File: src/design/timer_pkg.sv
package timer_pkg;

    // event FIFO geometry, depth is a power of two.
    localparam int EVT_FIFO_DEPTH = 4;
    localparam int EVT_PTR_W      = 2;

    typedef logic [15:0] count_t; // counter, period and compare values.
    typedef logic [7:0]  presc_t; // prescale divisor minus one.
    typedef logic [7:0]  seq_t;   // event sequence number.

    // 2'b00 is not named and runs as periodic.
    typedef enum logic [1:0] {
        MODE_ONESHOT  = 2'b01,
        MODE_PERIODIC = 2'b10,
        MODE_PWM      = 2'b11
    } timer_mode_t;

    typedef enum logic [2:0] {
        OFF     = 3'b000,
        LOAD    = 3'b001,
        RUN     = 3'b010,
        TIMEOUT = 3'b011,
        RELOAD  = 3'b100
    } timer_state_t;

    // 42 bits, sampled by the counter at start.
    typedef struct packed {
        timer_mode_t mode;
        presc_t      prescale;
        count_t      period;
        count_t      compare;
    } timer_cfg_t;

    // one record per counter expiry.
    typedef struct packed {
        seq_t        seq;
        timer_mode_t mode;
    } timer_event_t;

endpackage

File: src/design/timer_fsm.sv
`timescale 1ns/1ps

module timer_fsm import timer_pkg::*; (
    input  logic        clk,
    input  logic        rst_n,
    input  logic        start,
    input  logic        stop,
    input  logic        counter_zero,
    input  timer_mode_t mode,
    output logic        prescaler_enable,
    output logic        cnt_load,
    output logic        cnt_enable,
    output logic        cnt_reload_on_zero,
    output logic        busy
);

    timer_state_t state, next_state;

    always_ff @(posedge clk or negedge rst_n) begin
        if (!rst_n) begin
            state <= OFF;
        end else begin
            state <= next_state;
        end
    end

    always_comb begin
        next_state = state;
        case (state)
            OFF: begin
                if (start) next_state = LOAD;
            end
            LOAD: next_state = RUN;
            RUN: begin
                if (counter_zero) begin
                    if (mode == MODE_ONESHOT) next_state = TIMEOUT;
                    else                      next_state = RELOAD;
                end
            end
            RELOAD:  next_state = RUN;
            TIMEOUT: next_state = OFF;
            default: next_state = OFF;
        endcase
        if (stop) next_state = OFF; // stop wins over everything.
    end

    always_comb begin
        prescaler_enable   = 1'b0;
        cnt_load           = 1'b0;
        cnt_enable         = 1'b0;
        cnt_reload_on_zero = 1'b0;
        case (state)
            LOAD: begin
                cnt_load = 1'b1;
            end
            RUN: begin
                prescaler_enable   = 1'b1;
                cnt_enable         = 1'b1;
                cnt_reload_on_zero = (mode != MODE_ONESHOT);
            end
            RELOAD: begin
                // prescaler restarts from zero for the next period.
                cnt_load           = 1'b1;
                cnt_reload_on_zero = 1'b1;
            end
            default: begin
            end
        endcase
    end

    assign busy = (state != OFF);

    a_load_excl_enable: assert property (
        @(posedge clk) disable iff (!rst_n)
        !(cnt_load && cnt_enable)
    ) else $error("cnt_load and cnt_enable high together");

    // the counter may only report expiry while the FSM is counting.
    a_zero_in_run: assert property (
        @(posedge clk) disable iff (!rst_n)
        counter_zero |-> state == RUN
    ) else $error("counter_zero outside RUN");

endmodule

File: src/design/timer_prescaler.sv
`timescale 1ns/1ps

module timer_prescaler import timer_pkg::*; (
    input  logic   clk,
    input  logic   rst_n,
    input  logic   enable,
    input  presc_t prescale,
    output logic   tick
);

    presc_t div_cnt;

    always_ff @(posedge clk or negedge rst_n) begin
        if (!rst_n) begin
            div_cnt <= '0;
        end else if (!enable) begin
            div_cnt <= '0; // hold at zero while idle.
        end else if (div_cnt == prescale) begin
            div_cnt <= '0;
        end else begin
            div_cnt <= div_cnt + 1'b1;
        end
    end

    // one tick every prescale+1 enabled cycles.
    assign tick = enable && (div_cnt == prescale);

    // a divided tick needs enable held through the whole division.
    a_tick_enabled: assert property (
        @(posedge clk) disable iff (!rst_n)
        tick |-> enable && (prescale == '0 || $past(enable))
    ) else $error("prescaler tick without enable");

endmodule

File: src/design/timer_counter.sv
`timescale 1ns/1ps

module timer_counter import timer_pkg::*; (
    input  logic         clk,
    input  logic         rst_n,
    input  timer_cfg_t   cfg,
    input  logic         load,
    input  logic         enable,
    input  logic         reload_on_zero,
    input  logic         tick,
    output logic         counter_zero,
    output logic         pwm_out,
    output logic         push_valid,
    output timer_event_t push_evt
);

    timer_cfg_t cfg_q;
    count_t     count;
    seq_t       seq;
    logic       running; // load or enable seen last cycle.
    logic       first_load;

    // a load with no activity the cycle before comes from start.
    assign first_load = load && !running;

    always_ff @(posedge clk) begin
        if (first_load) cfg_q <= cfg;
    end

    always_ff @(posedge clk or negedge rst_n) begin
        if (!rst_n) begin
            count   <= '0;
            seq     <= '0;
            running <= 1'b0;
        end else begin
            running <= load | enable;
            if (load) begin
                if (first_load) begin
                    count <= cfg.period;
                    seq   <= '0;
                end else begin
                    count <= cfg_q.period; // reload keeps the sampled config.
                end
            end else if (enable && tick) begin
                if (count != '0) begin
                    count <= count - 1'b1;
                end else begin
                    seq <= seq + 1'b1;
                    if (reload_on_zero) count <= cfg_q.period;
                end
            end
        end
    end

    assign counter_zero = enable && tick && (count == '0);

    // offered for this cycle only, lost if the FIFO is full.
    assign push_valid    = counter_zero;
    assign push_evt.seq  = seq;
    assign push_evt.mode = cfg_q.mode;

    assign pwm_out = enable && (cfg_q.mode == MODE_PWM) && (count < cfg_q.compare);

    // every expiry leaves RUN, so two events never come back to back.
    a_push_single: assert property (
        @(posedge clk) disable iff (!rst_n)
        push_valid |=> !push_valid
    ) else $error("event offered on consecutive cycles");

endmodule

File: src/design/timer_event_fifo.sv
`timescale 1ns/1ps

module timer_event_fifo import timer_pkg::*; (
    input  logic         clk,
    input  logic         rst_n,
    input  logic         push_valid,
    input  timer_event_t push_evt,
    output logic         push_ready,
    output logic         pop_valid,
    output timer_event_t pop_evt,
    input  logic         pop_ready,
    output logic         overflow
);

    timer_event_t           mem [EVT_FIFO_DEPTH];
    logic [EVT_PTR_W-1:0]   wr_ptr;
    logic [EVT_PTR_W-1:0]   rd_ptr;
    logic [EVT_PTR_W:0]     fill;
    logic                   do_push;
    logic                   do_pop;

    assign push_ready = (fill != (EVT_PTR_W + 1)'(EVT_FIFO_DEPTH));
    assign pop_valid  = (fill != '0);
    assign do_push    = push_valid && push_ready;
    assign do_pop     = pop_valid && pop_ready;

    assign pop_evt = mem[rd_ptr];

    always_ff @(posedge clk) begin
        if (do_push) mem[wr_ptr] <= push_evt;
    end

    // pointers wrap on their own width.
    always_ff @(posedge clk or negedge rst_n) begin
        if (!rst_n) begin
            wr_ptr <= '0;
            rd_ptr <= '0;
            fill   <= '0;
        end else begin
            if (do_push) wr_ptr <= wr_ptr + 1'b1;
            if (do_pop)  rd_ptr <= rd_ptr + 1'b1;
            case ({do_push, do_pop})
                2'b10:   fill <= fill + 1'b1;
                2'b01:   fill <= fill - 1'b1;
                default: fill <= fill;
            endcase
        end
    end

    always_ff @(posedge clk or negedge rst_n) begin
        if (!rst_n) begin
            overflow <= 1'b0;
        end else if (push_valid && !push_ready) begin
            overflow <= 1'b1; // sticky until reset.
        end
    end

    a_pop_stable: assert property (
        @(posedge clk) disable iff (!rst_n)
        pop_valid && !pop_ready |=> pop_valid && $stable(pop_evt)
    ) else $error("event changed while stalled");

endmodule

File: src/design/timer_top.sv
`timescale 1ns/1ps

module timer_top import timer_pkg::*; (
    input  logic         clk,
    input  logic         rst_n,
    input  timer_cfg_t   cfg,
    input  logic         start,
    input  logic         stop,
    output logic         evt_valid,
    output timer_event_t evt,
    input  logic         evt_ready,
    output logic         pwm_out,
    output logic         busy,
    output logic         overflow
);

    logic         prescaler_enable;
    logic         cnt_load;
    logic         cnt_enable;
    logic         cnt_reload_on_zero;
    logic         tick;
    logic         counter_zero;
    logic         push_valid;
    timer_event_t push_evt;

    timer_fsm u_fsm (
        .clk                (clk),
        .rst_n              (rst_n),
        .start              (start),
        .stop               (stop),
        .counter_zero       (counter_zero),
        .mode               (cfg.mode),
        .prescaler_enable   (prescaler_enable),
        .cnt_load           (cnt_load),
        .cnt_enable         (cnt_enable),
        .cnt_reload_on_zero (cnt_reload_on_zero),
        .busy               (busy)
    );

    timer_prescaler u_prescaler (
        .clk      (clk),
        .rst_n    (rst_n),
        .enable   (prescaler_enable),
        .prescale (cfg.prescale),
        .tick     (tick)
    );

    timer_counter u_counter (
        .clk            (clk),
        .rst_n          (rst_n),
        .cfg            (cfg),
        .load           (cnt_load),
        .enable         (cnt_enable),
        .reload_on_zero (cnt_reload_on_zero),
        .tick           (tick),
        .counter_zero   (counter_zero),
        .pwm_out        (pwm_out),
        .push_valid     (push_valid),
        .push_evt       (push_evt)
    );

    // a push the FIFO cannot take is lost and sets overflow.
    timer_event_fifo u_evt_fifo (
        .clk        (clk),
        .rst_n      (rst_n),
        .push_valid (push_valid),
        .push_evt   (push_evt),
        .push_ready (),
        .pop_valid  (evt_valid),
        .pop_evt    (evt),
        .pop_ready  (evt_ready),
        .overflow   (overflow)
    );

endmodule

File: config.mk
export PLATFORM = sky130hd
export DESIGN_NAME = timer_top
export DESIGN_NICKNAME = d
export VERILOG_FILES = /design/src/design/timer_pkg.sv /design/src/design/timer_fsm.sv /design/src/design/timer_prescaler.sv /design/src/design/timer_counter.sv /design/src/design/timer_event_fifo.sv /design/src/design/timer_top.sv
export SDC_FILE = /design/constraint.sdc
export NUM_CORES = 1
export LEC_CHECK = 0
export ABC_AREA = 1
export BUFFER_PORTS_ARGS = -buffer_cell sky130_fd_sc_hd__buf_4
export CORE_ASPECT_RATIO = 1.25
export CORE_UTILIZATION = 54
export DETAILED_ROUTE_END_ITERATION = 10
export HOLD_SLACK_MARGIN = 0.08
export PLACE_DENSITY = 0.79
export SKIP_CTS_REPAIR_TIMING = 1
export SLEW_MARGIN = 0
export SYNTH_ARGS = -nofsm -noshare
export SYNTH_HDL_FRONTEND = slang
export SYNTH_SLANG_ARGS = --single-unit
File: constraint.sdc
create_clock -name clk -period 2.5 [get_ports clk]
set_input_delay 0.625 -clock clk [delete_from_list [all_inputs] [get_ports clk]]
set_output_delay 0.625 -clock clk [all_outputs]
set_load 0.1 [all_outputs]
Word-level counts from Yosys, hierarchy flattened. Memory sizes are Yosys's and may differ from the RTL's. Cells that the tools add are included.

$add $sub $neg: 7. $lt $le $gt $ge: 1. Equality and inequality tests: 14. Multiplexer cells: 22. Bitwise logic cells: 1. Reduce and logical (&&, ||, !) cells: 23.

Operators by type and width (count): 16-bit two-way mux (5); 8-bit two-way mux (6); 8-bit by 1-bit adder with 8-bit output, second input constant (2); 16-bit logical NOT (1); 16-bit < comparator (1); 16-bit nonzero test (1); 16-bit by 1-bit subtractor with 16-bit output, second input constant (1); 3-bit two-way mux (4); 1-bit logical AND (9); 3-bit case mux with 3 select lines (1); 3-bit nonzero test (3); 8-bit == test (1); 3-bit inequality test, second input constant (2); 3-bit case mux with 2 select lines (1); 2-bit by 1-bit adder with 2-bit output, second input constant (2); 2-bit by 1-bit == test with 1-bit output, second input constant (2); 2-bit == test, second input constant (2); 1-bit two-way mux (4); 2-bit by 1-bit inequality test with 1-bit output, second input constant (2); 2-bit AND reduction (2); 2-bit nonzero test (2); 3-bit by 1-bit adder with 3-bit output, second input constant (1); 3-bit by 1-bit == test with 1-bit output, second input constant (1); 3-bit by 2-bit == test with 1-bit output, second input constant (1); 10 further kinds (11).

Flip-flop bits (word level): 78. Memory bits (writable): 40. Output and inout port bits: 14. Logic and storage cells: 81. Memories: 1.

Memory list: u_evt_fifo.mem (words 4, bits a word 10, rd ports 1, clocked after Yosys merged registers in 0, wr ports 1, RTL line timer_event_fifo.sv:15) `timer_event_t mem [EVT_FIFO_DEPTH];`.

Depth between registers and ports, before layout.
Depth in word-level cells: 8. Gate-level depth with buffers: 14.

Hierarchy. A second synthesis with hierarchy kept.

Cell total of the unflattened synthesis: 708. Area total of the unflattened synthesis: 6381.1 sq um.

Modules (own cells, without submodules): timer_counter (times used 1, cells an instance 426, area an instance 3518.4 sq um); timer_event_fifo (times used 1, cells an instance 179, area an instance 2112.0 sq um); timer_prescaler (times used 1, cells an instance 71, area an instance 516.7 sq um); timer_fsm (times used 1, cells an instance 32, area an instance 234.0 sq um).

Worst setup path after synthesis. OpenSTA, ideal clock, no wires.

Path type: reg-to-output. Start: register u_counter.count[5]. End: output pwm_out. Arrival: 2.577 ns. Slack: -0.702 ns. Stages on the path, launching flop included: 7. Buffers on the path: 0. Cells stage by stage: dfrtp_1 -> ha_1 -> a21oi_1 -> nor2_1 -> a211oi_1 -> nand2_1 -> a21oi_1.

Cells in the longest elaborated chain, start to end: 2.

Ends and longest elaborated chain: from (decl) (RTL line timer_counter.sv:18) `count_t count;`; from (signal assigned) (RTL line timer_counter.sv:39) `count <= cfg.period;`; from (signal assigned) (RTL line timer_counter.sv:42) `count <= cfg_q.period;`; from (signal assigned) (RTL line timer_counter.sv:46) `count <= count - 1'b1;`; 16-bit < comparator (RTL line timer_counter.sv:62) `assign pwm_out = enable && (cfg_q.mode == MODE_PWM) && (count < cfg_q.compare);`; 1-bit logical AND (RTL line timer_counter.sv:62); to (decl) (RTL line timer_top.sv:12) `output logic pwm_out,`.

Every way passes these cells.

Worst setup path in the final report. Same ends and word-level chain as after synthesis.

==> results_dict.tcl <==
set metrics [dict create \
    dr.pass1.iters 7 \
    period_minus_slack_ps 2710 \
    ir_worst_vdd_mv 0.630 \
    crit_end "pwm_out" \
    root_buffer "clkbuf_16" \
    yosys_warnings 0 \
    die-area_um2 11800 \
    io_pins 61 \
    clock_sinks 118 \
    place_congestion 0.873 \
    place_hpwl_um 9010 \
    vias 4774 \
    num_rows 43 \
    timing_hold_violations_final 0 \
    synth_common_cells "nand2_1 (178), edfxtp_1 (74), inv_1 (70), nor2_1 (70), dfrtp_1 (44)" \
    power.density_nw_per_um2 1220 \
    place_area_um2 6870 \
    syn_nets 738 \
    fin_area_um2 7550 \
    cts_tree "built" \
    clock_skew_ps 8.92 \
    regToRegStartpoint "u_counter.count[5]" \
    ys_types 39 \
    synth_flop_cell "edfxtp_1" \
    avgViaCountPerCell 5.32 \
    failed_checks "setup timing" \
    dpl.cell_count 859 \
    grt.overflow.total 0 \
    yosysMostFrequentCell "nand2_1" \
    path_depth 7 \
    die_w_um 97.5 \
    detail-route-antenna-nets 0 \
    critPathSlowestCell "dfrtp_2" \
    setup_viol_count_final 1 \
    arrival_ps 2090 \
    ys_seq_area_share_pct 54.0 \
    area.growth.synth_to_final_pct 22.6 \
    cts_buffer_depth 2 \
    top_layer_used "met4" \
    outcome "finished, violations left" \
    fill_cells 820 \
    path_delay_family "compound AO/OA/AOI/OAI gates" \
    rsz0062_at_grt "true" \
    fmax_ghz 0.369 \
    final.period_utilization_pct 108 \
    start_util_pct 55.6 \
    final_util_pct 68.1 \
    syn_inst 667 \
    grt_pass1_vias 4542 \
    port_buffers 60 \
    fp.dieH_um 121 \
    reg2reg_to "u_evt_fifo.fill[1]" \
    drv_cap 0 \
    grt_max_degree 45 \
    grt_usage_pct 23.0 \
    drive_gt1_share_pct 22.8 \
    max_stage_delay_ps 460 \
    end_kind "output port" \
    cts_made_buffers 17 \
    cp_num_buf_inv 1 \
    antenna_found_initial 0 \
    path_cells "ha_4 > a21oi_2 > nor2_2 > a211oi_2 > nand2_1 > a21oi_2 > buf_12" \
    crit_start "u_counter.count[5]" \
    cp_common_cell "a21oi_2" \
    wl_met2_um 7040 \
    drc 0 \
    worstSetupPathType "reg2out" \
    relSlewSlack_pct 60.5 \
    min_path_type "in2async" \
    netlist.top_cell.by_area "edfxtp_1" \
    post_synth.cell_area_avg_um2 9.23 \
    ys_ff_latch 118 \
    wl_um 13100 \
    clk_pin_slew_ps 50 \
    layout.cells.non_filler 898 \
    p_leak_nw 3.37 \
    synth_edf_count 74 \
    async_reset_ff_share_pct 37.3 \
    h-tree-depth 4 \
    reg2reg_setup_slack_ps 90 \
    worstPathMaxFanout 5 \
    drv_slew 0 \
    cp_data_required_time_ps 1880 \
    synth_area_um2 6160 \
    n_antenna_cell 0 \
    synth.top_cell.area_share_pct 36.1 \
    cp-start-kind "register" \
    wl_met3_um 525 \
    fin_ws_ps -211 \
    tightest_slew_ps 593 \
    core_area_um2 11100 \
    ff2ff_path_depth 11 \
    ys_top_cells_by_area "edfxtp_1 (36%), dfrtp_1 (18%), nand2_1 (11%)" \
    drt_iter0_markers 292 \
    grt_pass1_wl_um 21000 \
    wl_per_cell_um 14.6 \
    fin_nets 821 \
    wl_met1_um 5210 \
    clk-insertion-delay-late_ps 420 \
]
-- flip-flops by register name, summed over array words and instances (netlist names) --
signal and flops:
u_fsm.state 3, u_counter.count 16, u_evt_fifo.wr_ptr 2, u_counter.cfg_q 32, u_counter.running 1, u_counter.seq 8, u_prescaler.div_cnt 8, u_evt_fifo.fill 3
u_evt_fifo.rd_ptr 2, u_evt_fifo.overflow 1, u_evt_fifo.mem 40, u_counter.push_evt 2
-- area by class of cell --
cell class,count,area [µm²],area share [%]
clock buffer,21,440,5.83
clock inverter,11,109,1.44
inverter,79,300,3.98
multi-input combinational,455,2600,34.4
sequential,118,3330,44.1
tap,135,169,2.24
timing repair buffer,79,606,8.02
-- power breakdown --
part / total, mW / leakage, nW / switching [mW] / internal, mW
Combinational: 4.16 / 1.88 / 2.93 / 1.23
Clock: 2.27 / 0.268 / 0.821 / 1.45
Sequential: 2.80 / 1.22 / 0.322 / 2.48
-- worst min path at each step --
| stage | start | endpoint | slack [ps] | cells after the start |
|---|---|---|---|---|
| 2_1_floorplan | rst_n | u_counter.count[0] | 330 | 0 |
| 3_3_place_gp | u_evt_fifo.fill[0] | u_evt_fifo.fill[0] | 490 | 1 |
| 3_5_place_dp | u_evt_fifo.overflow | u_evt_fifo.overflow | 510 | 1 |
| 4_1_cts | rst_n | u_evt_fifo.rd_ptr[1] | 220 | 1 |
| 5_1_grt | rst_n | u_evt_fifo.rd_ptr[1] | 240 | 1 |
| 6_report | rst_n | u_evt_fifo.rd_ptr[1] | 200 | 1 |
-- placed cells by master (no fill, tap or decap), types with 3 or more instances in the layout --
cell type     n
nor3_1        5
inv_1        69
clkinv_2      6
buf_4        78
edfxtp_1     74
xnor2_1       8
xor2_1       15
nand3_2       3
or2_2         5
nor2_1       68
a21oi_2       3
o22ai_2      10
o21ai_1      11
dfrtp_2       4
clkbuf_16    17
a21oi_1      11
clkinvlp_4    3
ha_4          3
o211ai_1      8
nor2_2        9
nor2_4        6
dfrtp_1      40
clkbuf_1      4
nand2_2       4
o21ai_0      36
nand4_1       7
nand2_1     177
nand2_4       5
ha_1         20
inv_2         8
nand3b_1      3
nand3_1      25
-- layer usage --
metal | track usage, % | vias to the layer above
li1 | - | 2371
met1 | 25.7 | 2230
met2 | 41.7 | 134
met3 | 5.36 | 39
met4 | 10.3 | 0
met5 | 0 | -
-- logic make-up after synthesis --
group	after synthesis	share of synthesized area, %
XOR/XNOR	23	3.27
adder cells (fa/ha/maj)	24	5.00
buffers and inverters	94	6.11
AND/OR/NAND/NOR	323	23.7
AO/OA/AOI/OAI	85	7.94
flip-flops	118	54.0
-- per-stage QoR --
stage / power [mW] / worst slack, ps / TNS [ps] / hold WS, ps
2_1_floorplan: 5.88 / -155 / -155 / 329
3_3_place_gp: 6.62 / 143 / 0 / 486
3_5_place_dp: 6.75 / 36.3 / 0 / 511
4_1_cts: 9.06 / -411 / -438 / 222
5_1_grt: 9.76 / -283 / -296 / 244
6_report: 9.23 / -211 / -211 / 201
(Power assumes the default switching activity.)
